File: src/include/alu_params.svh
`ifndef ALU_PARAMS_SVH
`define ALU_PARAMS_SVH

`define XLEN        32
`define NUM_REGS    32
`define REG_IDX_W   5

// Field ranges inside the instruction word
`define OPCODE_RANGE 31:26
`define RD_RANGE     25:21
`define RJ_RANGE     20:16
`define RK_RANGE     15:11
`define IMM12_RANGE  11:0
`define IMM5_RANGE   4:0
`define IMM20_RANGE  19:0

`endif
File: src/alu_pkg.sv
`include "alu_params.svh"

package alu_pkg;

    typedef logic [`XLEN-1:0]      bus32_t;
    typedef logic [2*`XLEN-1:0]    bus64_t;
    typedef logic [`REG_IDX_W-1:0] reg_idx_t;

    // Opcode values are this slice's own encoding; 6'h00 and the gaps are illegal
    typedef enum logic [5:0] {
        ALU_OR        = 6'h01,
        ALU_ORI       = 6'h02,
        ALU_LU12I     = 6'h03,
        ALU_NOR       = 6'h04,
        ALU_AND       = 6'h05,
        ALU_ANDI      = 6'h06,
        ALU_XOR       = 6'h07,
        ALU_XORI      = 6'h08,
        ALU_SLLW      = 6'h10,
        ALU_SLLIW     = 6'h11,
        ALU_SRLW      = 6'h12,
        ALU_SRLIW     = 6'h13,
        ALU_SRAW      = 6'h14,
        ALU_SRAIW     = 6'h15,
        ALU_ADDW      = 6'h20,
        ALU_SUBW      = 6'h21,
        ALU_ADDIW     = 6'h22,
        ALU_PCADDU12I = 6'h23,
        ALU_SLT       = 6'h24,
        ALU_SLTU      = 6'h25,
        ALU_SLTI      = 6'h26,
        ALU_SLTUI     = 6'h27,
        ALU_MULW      = 6'h28,
        ALU_MULHW     = 6'h29,
        ALU_MULHWU    = 6'h2a
    } alu_op_t;

    typedef enum logic [1:0] {
        ALU_SEL_LOGIC = 2'd0,
        ALU_SEL_SHIFT = 2'd1,
        ALU_SEL_ARITH = 2'd2,
        ALU_SEL_NONE  = 2'd3
    } alu_sel_t;

endpackage

File: src/issue_bus_if.sv
`timescale 1ns/1ps

interface issue_bus_if;

    logic              valid;
    alu_pkg::alu_op_t  op;
    alu_pkg::alu_sel_t sel;
    alu_pkg::bus32_t   reg1;
    alu_pkg::bus32_t   reg2;
    alu_pkg::reg_idx_t rd;
    logic              wen;
    alu_pkg::reg_idx_t rj;
    alu_pkg::reg_idx_t rk;
    logic              use_rj;
    logic              use_rk;

    modport producer (
        output valid, op, sel, reg1, reg2, rd, wen, rj, rk, use_rj, use_rk
    );

    modport buffer (
        input valid, op, sel, reg1, reg2, rd, wen, rj, rk, use_rj, use_rk
    );

endinterface

File: src/operand_decode.sv
`timescale 1ns/1ps
`include "alu_params.svh"

module operand_decode (
    input  alu_pkg::bus32_t   instr,
    input  alu_pkg::bus32_t   instr_pc,
    input  logic              instr_valid,
    output alu_pkg::reg_idx_t rj_addr,
    output alu_pkg::reg_idx_t rk_addr,
    input  alu_pkg::bus32_t   rj_data,
    input  alu_pkg::bus32_t   rk_data,
    issue_bus_if.producer     issue
);

    alu_pkg::alu_op_t  op;
    alu_pkg::reg_idx_t rd;
    logic [11:0]       imm12;
    alu_pkg::bus32_t   ui12;
    alu_pkg::bus32_t   si12;
    alu_pkg::bus32_t   ui5;
    alu_pkg::bus32_t   si20_hi;
    logic              legal;

    // Unknown codes pass through the cast and fall into the default arm
    assign op      = alu_pkg::alu_op_t'(instr[`OPCODE_RANGE]);
    assign rd      = instr[`RD_RANGE];
    assign rj_addr = instr[`RJ_RANGE];
    assign rk_addr = instr[`RK_RANGE];

    assign imm12   = instr[`IMM12_RANGE];
    assign ui12    = {{(`XLEN-12){1'b0}}, imm12};
    assign si12    = {{(`XLEN-12){imm12[11]}}, imm12};
    assign ui5     = {{(`XLEN-5){1'b0}}, instr[`IMM5_RANGE]};
    assign si20_hi = {instr[`IMM20_RANGE], 12'b0};

    always_comb begin
        issue.sel    = alu_pkg::ALU_SEL_NONE;
        issue.reg1   = rj_data;
        issue.reg2   = rk_data;
        issue.use_rj = 1'b0;
        issue.use_rk = 1'b0;
        legal        = 1'b1;
        case (op)
            alu_pkg::ALU_OR, alu_pkg::ALU_NOR, alu_pkg::ALU_AND, alu_pkg::ALU_XOR: begin
                issue.sel    = alu_pkg::ALU_SEL_LOGIC;
                issue.use_rj = 1'b1;
                issue.use_rk = 1'b1;
            end
            alu_pkg::ALU_ORI, alu_pkg::ALU_ANDI, alu_pkg::ALU_XORI: begin
                issue.sel    = alu_pkg::ALU_SEL_LOGIC;
                issue.reg2   = ui12;
                issue.use_rj = 1'b1;
            end
            alu_pkg::ALU_LU12I: begin
                // OR with zero places the upper immediate as is
                issue.sel  = alu_pkg::ALU_SEL_LOGIC;
                issue.reg1 = '0;
                issue.reg2 = si20_hi;
            end
            alu_pkg::ALU_SLLW, alu_pkg::ALU_SRLW, alu_pkg::ALU_SRAW: begin
                issue.sel    = alu_pkg::ALU_SEL_SHIFT;
                issue.use_rj = 1'b1;
                issue.use_rk = 1'b1;
            end
            alu_pkg::ALU_SLLIW, alu_pkg::ALU_SRLIW, alu_pkg::ALU_SRAIW: begin
                issue.sel    = alu_pkg::ALU_SEL_SHIFT;
                issue.reg2   = ui5;
                issue.use_rj = 1'b1;
            end
            alu_pkg::ALU_ADDW, alu_pkg::ALU_SUBW, alu_pkg::ALU_SLT, alu_pkg::ALU_SLTU,
            alu_pkg::ALU_MULW, alu_pkg::ALU_MULHW, alu_pkg::ALU_MULHWU: begin
                issue.sel    = alu_pkg::ALU_SEL_ARITH;
                issue.use_rj = 1'b1;
                issue.use_rk = 1'b1;
            end
            alu_pkg::ALU_ADDIW, alu_pkg::ALU_SLTI, alu_pkg::ALU_SLTUI: begin
                issue.sel    = alu_pkg::ALU_SEL_ARITH;
                issue.reg2   = si12;
                issue.use_rj = 1'b1;
            end
            alu_pkg::ALU_PCADDU12I: begin
                issue.sel  = alu_pkg::ALU_SEL_ARITH;
                issue.reg1 = instr_pc;
                issue.reg2 = si20_hi;
            end
            default: begin
                legal = 1'b0;
            end
        endcase
    end

    assign issue.valid = instr_valid;
    assign issue.op    = op;
    assign issue.rd    = rd;
    assign issue.rj    = rj_addr;
    assign issue.rk    = rk_addr;
    // r0 is never written, so it reads back as zero after reset
    assign issue.wen   = legal && (rd != '0);

endmodule

File: src/flat_wrapper.sv
// flat-port wrapper written by rule: the top's interface ports become plain ports
module operand_decode_flat 
  (instr, instr_pc, instr_valid, rj_addr, rk_addr, rj_data, rk_data, issue_valid, issue_op, issue_sel, issue_reg1, issue_reg2, issue_rd, issue_wen, issue_rj, issue_rk, issue_use_rj, issue_use_rk);
  issue_bus_if issue_i ();
  input  alu_pkg::bus32_t instr;
  input  alu_pkg::bus32_t instr_pc;
  input  logic instr_valid;
  output alu_pkg::reg_idx_t rj_addr;
  output alu_pkg::reg_idx_t rk_addr;
  input  alu_pkg::bus32_t rj_data;
  input  alu_pkg::bus32_t rk_data;
  output wire logic [$bits(issue_i.valid)-1:0] issue_valid;
  output wire logic [$bits(issue_i.op)-1:0] issue_op;
  output wire logic [$bits(issue_i.sel)-1:0] issue_sel;
  output wire logic [$bits(issue_i.reg1)-1:0] issue_reg1;
  output wire logic [$bits(issue_i.reg2)-1:0] issue_reg2;
  output wire logic [$bits(issue_i.rd)-1:0] issue_rd;
  output wire logic [$bits(issue_i.wen)-1:0] issue_wen;
  output wire logic [$bits(issue_i.rj)-1:0] issue_rj;
  output wire logic [$bits(issue_i.rk)-1:0] issue_rk;
  output wire logic [$bits(issue_i.use_rj)-1:0] issue_use_rj;
  output wire logic [$bits(issue_i.use_rk)-1:0] issue_use_rk;
  assign issue_valid = issue_i.valid;
  assign issue_op = issue_i.op;
  assign issue_sel = issue_i.sel;
  assign issue_reg1 = issue_i.reg1;
  assign issue_reg2 = issue_i.reg2;
  assign issue_rd = issue_i.rd;
  assign issue_wen = issue_i.wen;
  assign issue_rj = issue_i.rj;
  assign issue_rk = issue_i.rk;
  assign issue_use_rj = issue_i.use_rj;
  assign issue_use_rk = issue_i.use_rk;
  operand_decode u_core (.instr(instr), .instr_pc(instr_pc), .instr_valid(instr_valid), .rj_addr(rj_addr), .rk_addr(rk_addr), .rj_data(rj_data), .rk_data(rk_data), .issue(issue_i));
endmodule
File: config.mk
export PLATFORM = sky130hd
export DESIGN_NAME = operand_decode_flat
export DESIGN_NICKNAME = d
export VERILOG_FILES = /design/src/alu_pkg.sv /design/src/issue_bus_if.sv /design/src/operand_decode.sv /design/src/flat_wrapper.sv
export VERILOG_INCLUDE_DIRS = /design/src /design/src/include
export SDC_FILE = /design/constraint.sdc
export NUM_CORES = 1
export LEC_CHECK = 0
export ABC_AREA = 1
export BUFFER_PORTS_ARGS = -buffer_cell sky130_fd_sc_hd__buf_2
export CELL_PAD_IN_SITES_DETAIL_PLACEMENT = 1
export CELL_PAD_IN_SITES_GLOBAL_PLACEMENT = 1
export CORE_ASPECT_RATIO = 1.25
export CORE_MARGIN = 1
export CORE_UTILIZATION = 17
export DETAILED_ROUTE_END_ITERATION = 10
export PLACE_DENSITY = 0.79
export SETUP_SLACK_MARGIN = 0.15
export SYNTH_ARGS = -nofsm -noshare
export SYNTH_HDL_FRONTEND = slang
export SYNTH_SLANG_ARGS = --single-unit
File: constraint.sdc
create_clock -name vclk -period 1.2
set_input_delay 0.12 -clock vclk [all_inputs]
set_output_delay 0.12 -clock vclk [all_outputs]
set_load 0.02 [all_outputs]
==> results of run 1 <==
[layout by cell type, fill, tap and decap left out, types with 4 or more instances in the layout]
cell type	n
a32o_1	19
a32o_2	13
buf_12	12
buf_16	9
buf_2	150
buf_4	28
buf_6	83
inv_1	6
nand2_1	39
nand2_2	20
nand2_4	13
nand3_1	5
nand3_2	31
nand3_4	26
nor2_1	4
nor2_2	6
nor2_4	10
[repair_timing]
action / CTS / global route
gates cloned: 9 / 2
resized for setup: 188 / 84
setup endpoints to repair: 69 / 69
setup buffers: 13 / 6
pin swaps: 41 / 26
[where the power goes]
group          internal, mW  leakage (nW)    total, mW  switching, mW
logic                 0.968          2.40         1.95          0.985
clock network   0.000000223     0.0000127  0.000000223              0
registers                 0             0            0              0
[cells by family after synthesis]
logic type             Yosys count
AND/OR/NAND/NOR                161
buffers and inverters           64
AO/OA/AOI/OAI                   36
[area by class of cell]
type	instances	area, sq um	area share [%]
Timing Repair Buffer	286	2464	54.38
Multi-Input combinational cell	197	1817	40.10
Tap cell	120	150.1	3.314
Inverter	13	95.09	2.099
Antenna cell	2	5.005	0.1105
[how the worst max path moves through the flow]
stage                           endpoint
after floorplan            issue_reg1[0]
after CTS                 issue_reg2[24]
after global routing      issue_reg2[17]
final                     issue_reg2[17]
after global placement     issue_reg2[2]
after detailed placement   issue_reg2[2]
[per-layer routing]
metal  GRT usage (%)  share of wire, %  up-vias
met5               0                 0        -
met4           3.747               1.2        0
met3           2.853               8.0       14
met2           47.84                60      181
met1           20.53                31     1429
li1                -                 -     1383
==> key figures, run 1 <==
Status
  – Outcome: finished with violations
  – Violated checks: setup timing

Synthesis
  – Top cell type's share of synthesized area: 20.40%
  – Mapped Area: 1570 sq um
  – Post-Synth Simple-Gate Area: 53.07%
  – Compound-Gate Fraction of Synth Area: 21.67%
  – Most frequent cell after synthesis: nand2_1
  – Mux contribution to synthesized area: 0%
  – Adder-cell share of the synthesized area: 0%
  – Synth unique cells: 23
  – Top post-synthesis cells by area: a32o_1, buf_4, nand2_1
  – Yosys top cell by area: a32o_1
  – Largest family of logic cells by synthesized area: simple AND/OR/NAND/NOR gates
  – Synth warn: 0
  – Syn Inst Count: 261
  – Post-synth top cells: nand2_1, nand3_1, buf_4
  – Mapped Avg Cell Area: 6.016 sq um
  – Register area share after synthesis: 0%
  – Syn_nets: 390
  – Post-Synth XOR/XNOR Area: 0%

Final layout
  – Fillers: 1,039
  – Area Growth Syn to Fin: 188.5%
  – Fin util: 51.23%
  – FFs & Latches: 0
  – Cell area after layout: 4531 sq um
  – FF+latch area: 0 sq um
  – Nets: 627
  – Final Non-Filler Cells: 618
  – Share of cells above drive strength 1: 84.07%
  – Clock Buffer Count: 0

Routing
  – Post-route ant nets: 0
  – Routed len/inst: 19.25 microns
  – DRC viols: 0
  – Vias: 3,007
  – First-pass detailed-route iteration total: 4
  – Via-to-Cell Ratio: 4.866
  – Final wirelength: 11,900 microns
  – DR iter-0 viols: 83

Global route
  – Overall routing resource usage: 21.76%
  – Vias in the first global route: 3,117
  – GR Overflow Total: 0
  – Initial antenna violation count: 1
  – Largest net degree at the start of global routing: 33
  – First-pass GRT wire length: 15,980 microns

Timing
  – Fin. Hold Viols: 0
  – Rel. slew slack: 82.30%
  – Worst hold slack: 0.2402 ns
  – FMAX: 677.2 MHz
  – Slew @ Worst Pin: 0.2634 ns
  – Final Max Slew Viols: 0
  – RSZ-0062 raised after global routing: yes
  – Total negative slack: -14.48 ns
  – Final setup viols: 69
  – Share of the cycle needed by the critical path after routing: 123.1%
  – Setup ws final: -0.2767 ns
  – Tmin final: 1.477 ns

Floorplan
  – Initial Util: 17.76%
  – Die X: 87.96 microns
  – Die H: 109.5 microns
  – Standard-cell rows: 38
  – Core Footprint: 8843 sq um
  – Die area: 9627 sq um
  – Io pins: 230

Setup path
  – WP buf/inv: 5
  – Worst setup EP type: output port
  – CP Cell Sequence: buf_12 -> buf_6 -> nor2_4 -> nand2_2 -> nor2_4 -> nor2_4 -> buf_6 -> buf_16 -> nand3_4 -> nand3_4 -> buf_6
  – Critical Path Source: instr[29]
  – Slowest-stage cell, CP: buf_16
  – Crit-path leading delay family: buffers and inverters
  – Critical path depth in cells: 11
  – CP required: 1.08 ns
  – Setup CP Type: in2out
  – Max FO, Critical Path: 8
  – Max incr delay on CP: 0.15 ns
  – Setup crit start kind: input port
  – CP arrival: 1.36 ns

Placement
  – DP Worst Slack: -0.4819 ns
  – Buffers on Ports: 225
  – Placed insts: 586
  – DP HPWL: 7479 microns
  – Placed standard-cell area: 3146 sq um
  – Gpl congestion: 0.8255

Power and ir drop
  – VDD IR-drop max: 0.2149 mV
  – Static Leak: 2.405 nW
  – PD cells: 431.2 nW/um^2
  – Total power: 1.954 mW

Flow run
  – Maxcap violations: 0

Clock tree
  – Hold-fix buffers at CTS: 0

Hold path
  – Hold crit path type: in2out
  – Hold Crit Start: instr_valid
  – Hold depth: 0
  – Hold worst-path end: issue_valid
No activity file was read; power rests on OpenSTA's default activity.
==> run 2: changes to the inputs <==
PLACE_DENSITY = default   (was 0.79)
PLACE_DENSITY_LB_ADDON = 0.3   (was default)
==> run 2 against run 1 <==
Count of clock-buffer cells in the layout is the same; critical path type unchanged; fmax rose by 1.8%; the flow still finishes with violations (setup timing); non-clock buffer count decreased by 2; first-iteration DRC count fell by 33%; total power is 1.9% lower.
==> key figures, run 2 (synthesis results as in run 1) <==
Status
  – Outcome: finished with violations
  – Violated checks: setup timing

Final layout
  – Area Growth Syn to Fin: 184.1%
  – Final Non-Filler Cells: 614
  – Cell area after layout: 4462 sq um
  – Clock Buffer Count: 0
  – Most common library cell in the layout ignoring fill and taps: buf_2
  – Nets: 625
  – FF+latch area: 0 sq um
  – FFs & Latches: 0
  – Fin util: 50.45%
  – N_diodes: 0
  – Share of cells above drive strength 1: 82.39%
  – Most frequent cells in the layout: buf_2, buf_6, nand2_1

Global route
  – Largest net degree at the start of global routing: 33
  – Vias in the first global route: 2,983
  – GR Overflow Total: 0
  – Overall routing resource usage: 19.00%
  – Initial antenna violation count: 0
  – First-pass GRT wire length: 14,330 microns

Floorplan
  – Die H: 109.5 microns
  – Core Footprint: 8843 sq um
  – Standard-cell rows: 38
  – Die X: 87.96 microns
  – Io pins: 230
  – Initial Util: 17.76%
  – Die area: 9627 sq um

Setup path
  – CP Cell Sequence: buf_12 -> inv_12 -> nor2_4 -> nand2_2 -> nand2_2 -> nand2_4 -> nand2_4 -> nor2_4 -> buf_6 -> buf_16 -> nand3_2 -> nand2_2 -> buf_6
  – Max incr delay on CP: 0.16 ns
  – CP required: 1.08 ns
  – Setup CP Type: in2out
  – Max FO, Critical Path: 8
  – Slowest-stage cell, CP: buf_6
  – Critical Path Source: instr[29]
  – Setup crit start kind: input port
  – Worst setup EP type: output port
  – CP arrival: 1.33 ns
  – Most used cell, CP: nand2_2

Placement
  – Placed standard-cell area: 3181 sq um
  – DP HPWL: 7001 microns
  – DP Worst Slack: -0.4314 ns
  – Buffers on Ports: 225
  – Placed insts: 589
  – Gpl congestion: 0.8517

Hold path
  – Hold depth: 0
  – Hold worst-path end: rj_addr[4]
  – Hold Crit Start: instr[20]
  – Hold crit path type: in2out

Routing
  – DR iter-0 viols: 56
  – Via-to-Cell Ratio: 4.739
  – Vias: 2,910
  – Post-route ant nets: 0
  – Routed len/inst: 17.41 microns
  – Final wirelength: 10,690 microns
  – DRC viols: 0
  – First-pass detailed-route iteration total: 4

Timing
  – Fin. Hold Viols: 0
  – Final Max Slew Viols: 0
  – Rel. slew slack: 79.85%
  – Tmin final: 1.450 ns
  – Worst hold slack: 0.2401 ns
  – Final setup viols: 69
  – FMAX: 689.5 MHz
  – Share of the cycle needed by the critical path after routing: 120.9%
  – Slew @ Worst Pin: 0.3011 ns
  – Total negative slack: -11.38 ns
  – RSZ-0062 raised after global routing: yes
  – Setup ws final: -0.2503 ns

Flow run
  – Maxcap violations: 0

Power and ir drop
  – PD cells: 429.5 nW/um^2
  – Power share of the clock group: 0%
  – Pint: 953.5 uW
  – VDD IR-drop max: 0.1999 mV
  – Sw Ratio: 50.24%
  – Switching power: 962.8 uW
  – Static Leak: 2.345 nW
  – Register share of total power: 0%
  – Comb pwr share: 100.0%
  – Total power: 1.916 mW
==> run 2: metal layers <==
metal / GRT usage [%] / vias up / part of all wire, % / wire (microns)
met5: 0 / - / 0 / 0
met4: 2.459 / 0 / 1.1 / 120
met3: 2.027 / 7 / 6.7 / 716
met2: 43.02 / 157 / 61 / 6535
met1: 17.51 / 1378 / 31 / 3316
li1: - / 1368 / - / -
==> run 2: power groups by stage <==
stage | Clock, mW | Combinational (mW) | Sequential, mW
after global routing | 0 | 2.02 | 0
after global placement | 0 | 1.36 | 0
after floorplan | 0 | 0.857 | 0
after detailed placement | 0 | 1.38 | 0
final | 0 | 1.92 | 0
after CTS | 0 | 1.71 | 0
==> run 2: repair_timing <==
item / CTS / global route
hold buffers: 0 / 0
buffers inserted: 9 / 6
setup endpoints to repair: 69 / 69
cloned: 6 / 4
gates resized for setup: 147 / 114
pin swaps: 29 / 15
==> run 2: final cells by class <==
type                            count  area [sq um]
Inverter                           13         90.09
Timing Repair Buffer              284          2389
Fill cell                        1066          4382
Multi-Input combinational cell    197          1833
Tap cell                          120         150.1
==> run 2: critical path, delay by kind of cell <==
family	cells	cell delay, ns
buf+inv	5	0.61
simple gates	8	0.60
==> run 2: how the worst max path moves through the flow <==
stage	endpoint	slack (ns)	cells after the start
4_1_cts	issue_reg2[17]	-0.23	13
3_3_place_gp	issue_reg2[14]	-0.40	12
5_1_grt	issue_reg2[17]	-0.32	13
2_1_floorplan	issue_reg1[0]	0.06	5
3_5_place_dp	issue_reg2[18]	-0.43	12
6_report	issue_reg2[8]	-0.25	13
==> run 3: changes to the inputs <==
PLACE_DENSITY_LB_ADDON = 0.1   (was 0.3)
SLEW_MARGIN = 30   (was default)
==> run 3 against run 2 <==
The run still ends with setup timing left; fmax shrank 4.5%; count of clock-buffer cells in the layout unchanged; non-clock buffer count up 22; critical endpoint is now issue_reg2[15]; largest power group unchanged; via count rose by 2.0%; first-iteration DRC count rose by 36%.
==> key figures, run 3 (synthesis results as in run 1) <==
Global route
  – First-pass GRT wire length: 14,400 microns
  – Initial antenna violation count: 0
  – Overall routing resource usage: 18.70%
  – Largest net degree at the start of global routing: 33
  – GR Overflow Total: 0
  – Vias in the first global route: 2,978

Timing
  – Tmin final: 1.518 ns
  – Total negative slack: -14.21 ns
  – Rel. slew slack: 79.90%
  – Final Max Slew Viols: 0
  – Final setup viols: 69
  – Setup ws final: -0.3180 ns
  – FMAX: 658.8 MHz
  – RSZ-0062 raised after global routing: yes
  – Slew @ Worst Pin: 0.3006 ns
  – Share of the cycle needed by the critical path after routing: 126.5%
  – Fin. Hold Viols: 0

Final layout
  – N_diodes: 0
  – Most common library cell in the layout ignoring fill and taps: buf_2
  – Area Growth Syn to Fin: 206.9%
  – FFs & Latches: 0
  – Area taken by multi-input logic gates: 1908 sq um
  – Final Non-Filler Cells: 636
  – Fillers: 1,059
  – Most frequent cells in the layout: buf_2, buf_6, nand3_4, buf_4, nand2_1
  – FF+latch area: 0 sq um
  – Nets: 647
  – Clock Buffer Count: 0
  – Share of cells above drive strength 1: 85.27%

Hold path
  – Hold Crit Start: instr_valid
  – Hold crit path type: in2out

Power and ir drop
  – PD cells: 417.0 nW/um^2
  – Static Leak: 2.539 nW
  – VDD IR-drop max: 0.2051 mV

Flow run
  – Maxcap violations: 0

Status
  – Outcome: finished with violations
  – Violated checks: setup timing

Setup path
  – CP Cell Sequence: buf_12 -> inv_12 -> nor2_4 -> nand2_2 -> nand2_2 -> nand2_2 -> nand2_2 -> nor2_4 -> buf_12 -> buf_12 -> buf_12 -> nand3_4 -> nand3_2 -> buf_6
  – Setup CP Type: in2out
  – Setup crit start kind: input port
  – Max FO, Critical Path: 6
  – Critical path depth in cells: 14
  – CP arrival: 1.40 ns
  – Max incr delay on CP: 0.14 ns
  – Crit path to: issue_reg2[15]
  – CP required: 1.08 ns
  – Worst setup EP type: output port
  – Critical Path Source: instr[29]
  – Crit-path leading delay family: buffers and inverters
  – Slowest-stage cell, CP: buf_6
  – WP buf/inv: 6

Routing
  – Final wirelength: 10,830 microns
  – Vias: 2,969
  – First-pass detailed-route iteration total: 4
  – Routed len/inst: 17.03 microns
  – DR iter-0 viols: 76
  – DRC viols: 0
  – Via-to-Cell Ratio: 4.668
  – Post-route ant nets: 0

Placement
  – Placed insts: 599
  – Gpl congestion: 0.8899
  – DP HPWL: 7396 microns
  – Buffers on Ports: 225

Clock tree
  – Hold-fix buffers at CTS: 0

Floorplan
  – Die H: 109.5 microns
  – Die area: 9627 sq um
  – Initial Util: 17.76%
  – Core Footprint: 8843 sq um
  – Standard-cell rows: 38
  – Die X: 87.96 microns
  – Io pins: 230
run 3: cell types whose count changed in the layout (fill, tap and decap cells not counted), sizes merged:
cell | before | now
clkbuf | 3 | 5
buf | 281 | 301
run 3: routing by layer:
metal	up-vias	part of all wire, %	global-route usage (%)
li1	1419	-	-
met1	1399	33	18.73
met2	147	60	41.03
met3	4	6.7	2.252
met4	0	0.39	0.9368
met5	-	0	0
run 3: how the worst min path moves through the flow:
stage | slack [ns] | endpoint | cells past startpoint
2_1_floorplan | 0.35 | issue_op[0] | 1
3_3_place_gp | 0.24 | issue_rj[4] | 0
3_5_place_dp | 0.24 | issue_rj[4] | 0
4_1_cts | 0.24 | issue_rj[4] | 0
5_1_grt | 0.24 | issue_valid | 0
6_report | 0.24 | issue_valid | 0
run 3: report_power, final:
part / switching [mW] / internal (mW) / total [mW] / leakage (nW)
logic: 0.986 / 1.02 / 2.01 / 2.54
clock network: 0 / 0 / 0 / 0
registers: 0 / 0 / 0 / 0
run 3: area by class of cell:
type	count	area share [%]
well taps	120	3.115
repair buffers	306	55.27
multi-input cells	197	39.59
inverters	13	2.025
run 3: repair_timing:
item / CTS / global route
endpoints found under the setup margin: 69 / 69
resized for setup: 179 / 108
gates cloned: 5 / 7
pin swaps: 37 / 19
buffers inserted: 16 / 9
run 3: metrics by stage:
stage	cell area, sq um	total power, mW	hold slack (ns)	worst slack [ns]	util (%)
floorplan	1959	0.8569	0.3526	0.05790	-
global placement	3268	1.385	0.2402	-0.3398	36.96
detailed placement	3268	1.399	0.2402	-0.4163	36.96
CTS	4224	1.804	0.2402	-0.2673	47.76
global route	4820	2.124	0.2401	-0.3893	54.50
finish	4820	2.010	0.2400	-0.3180	54.50
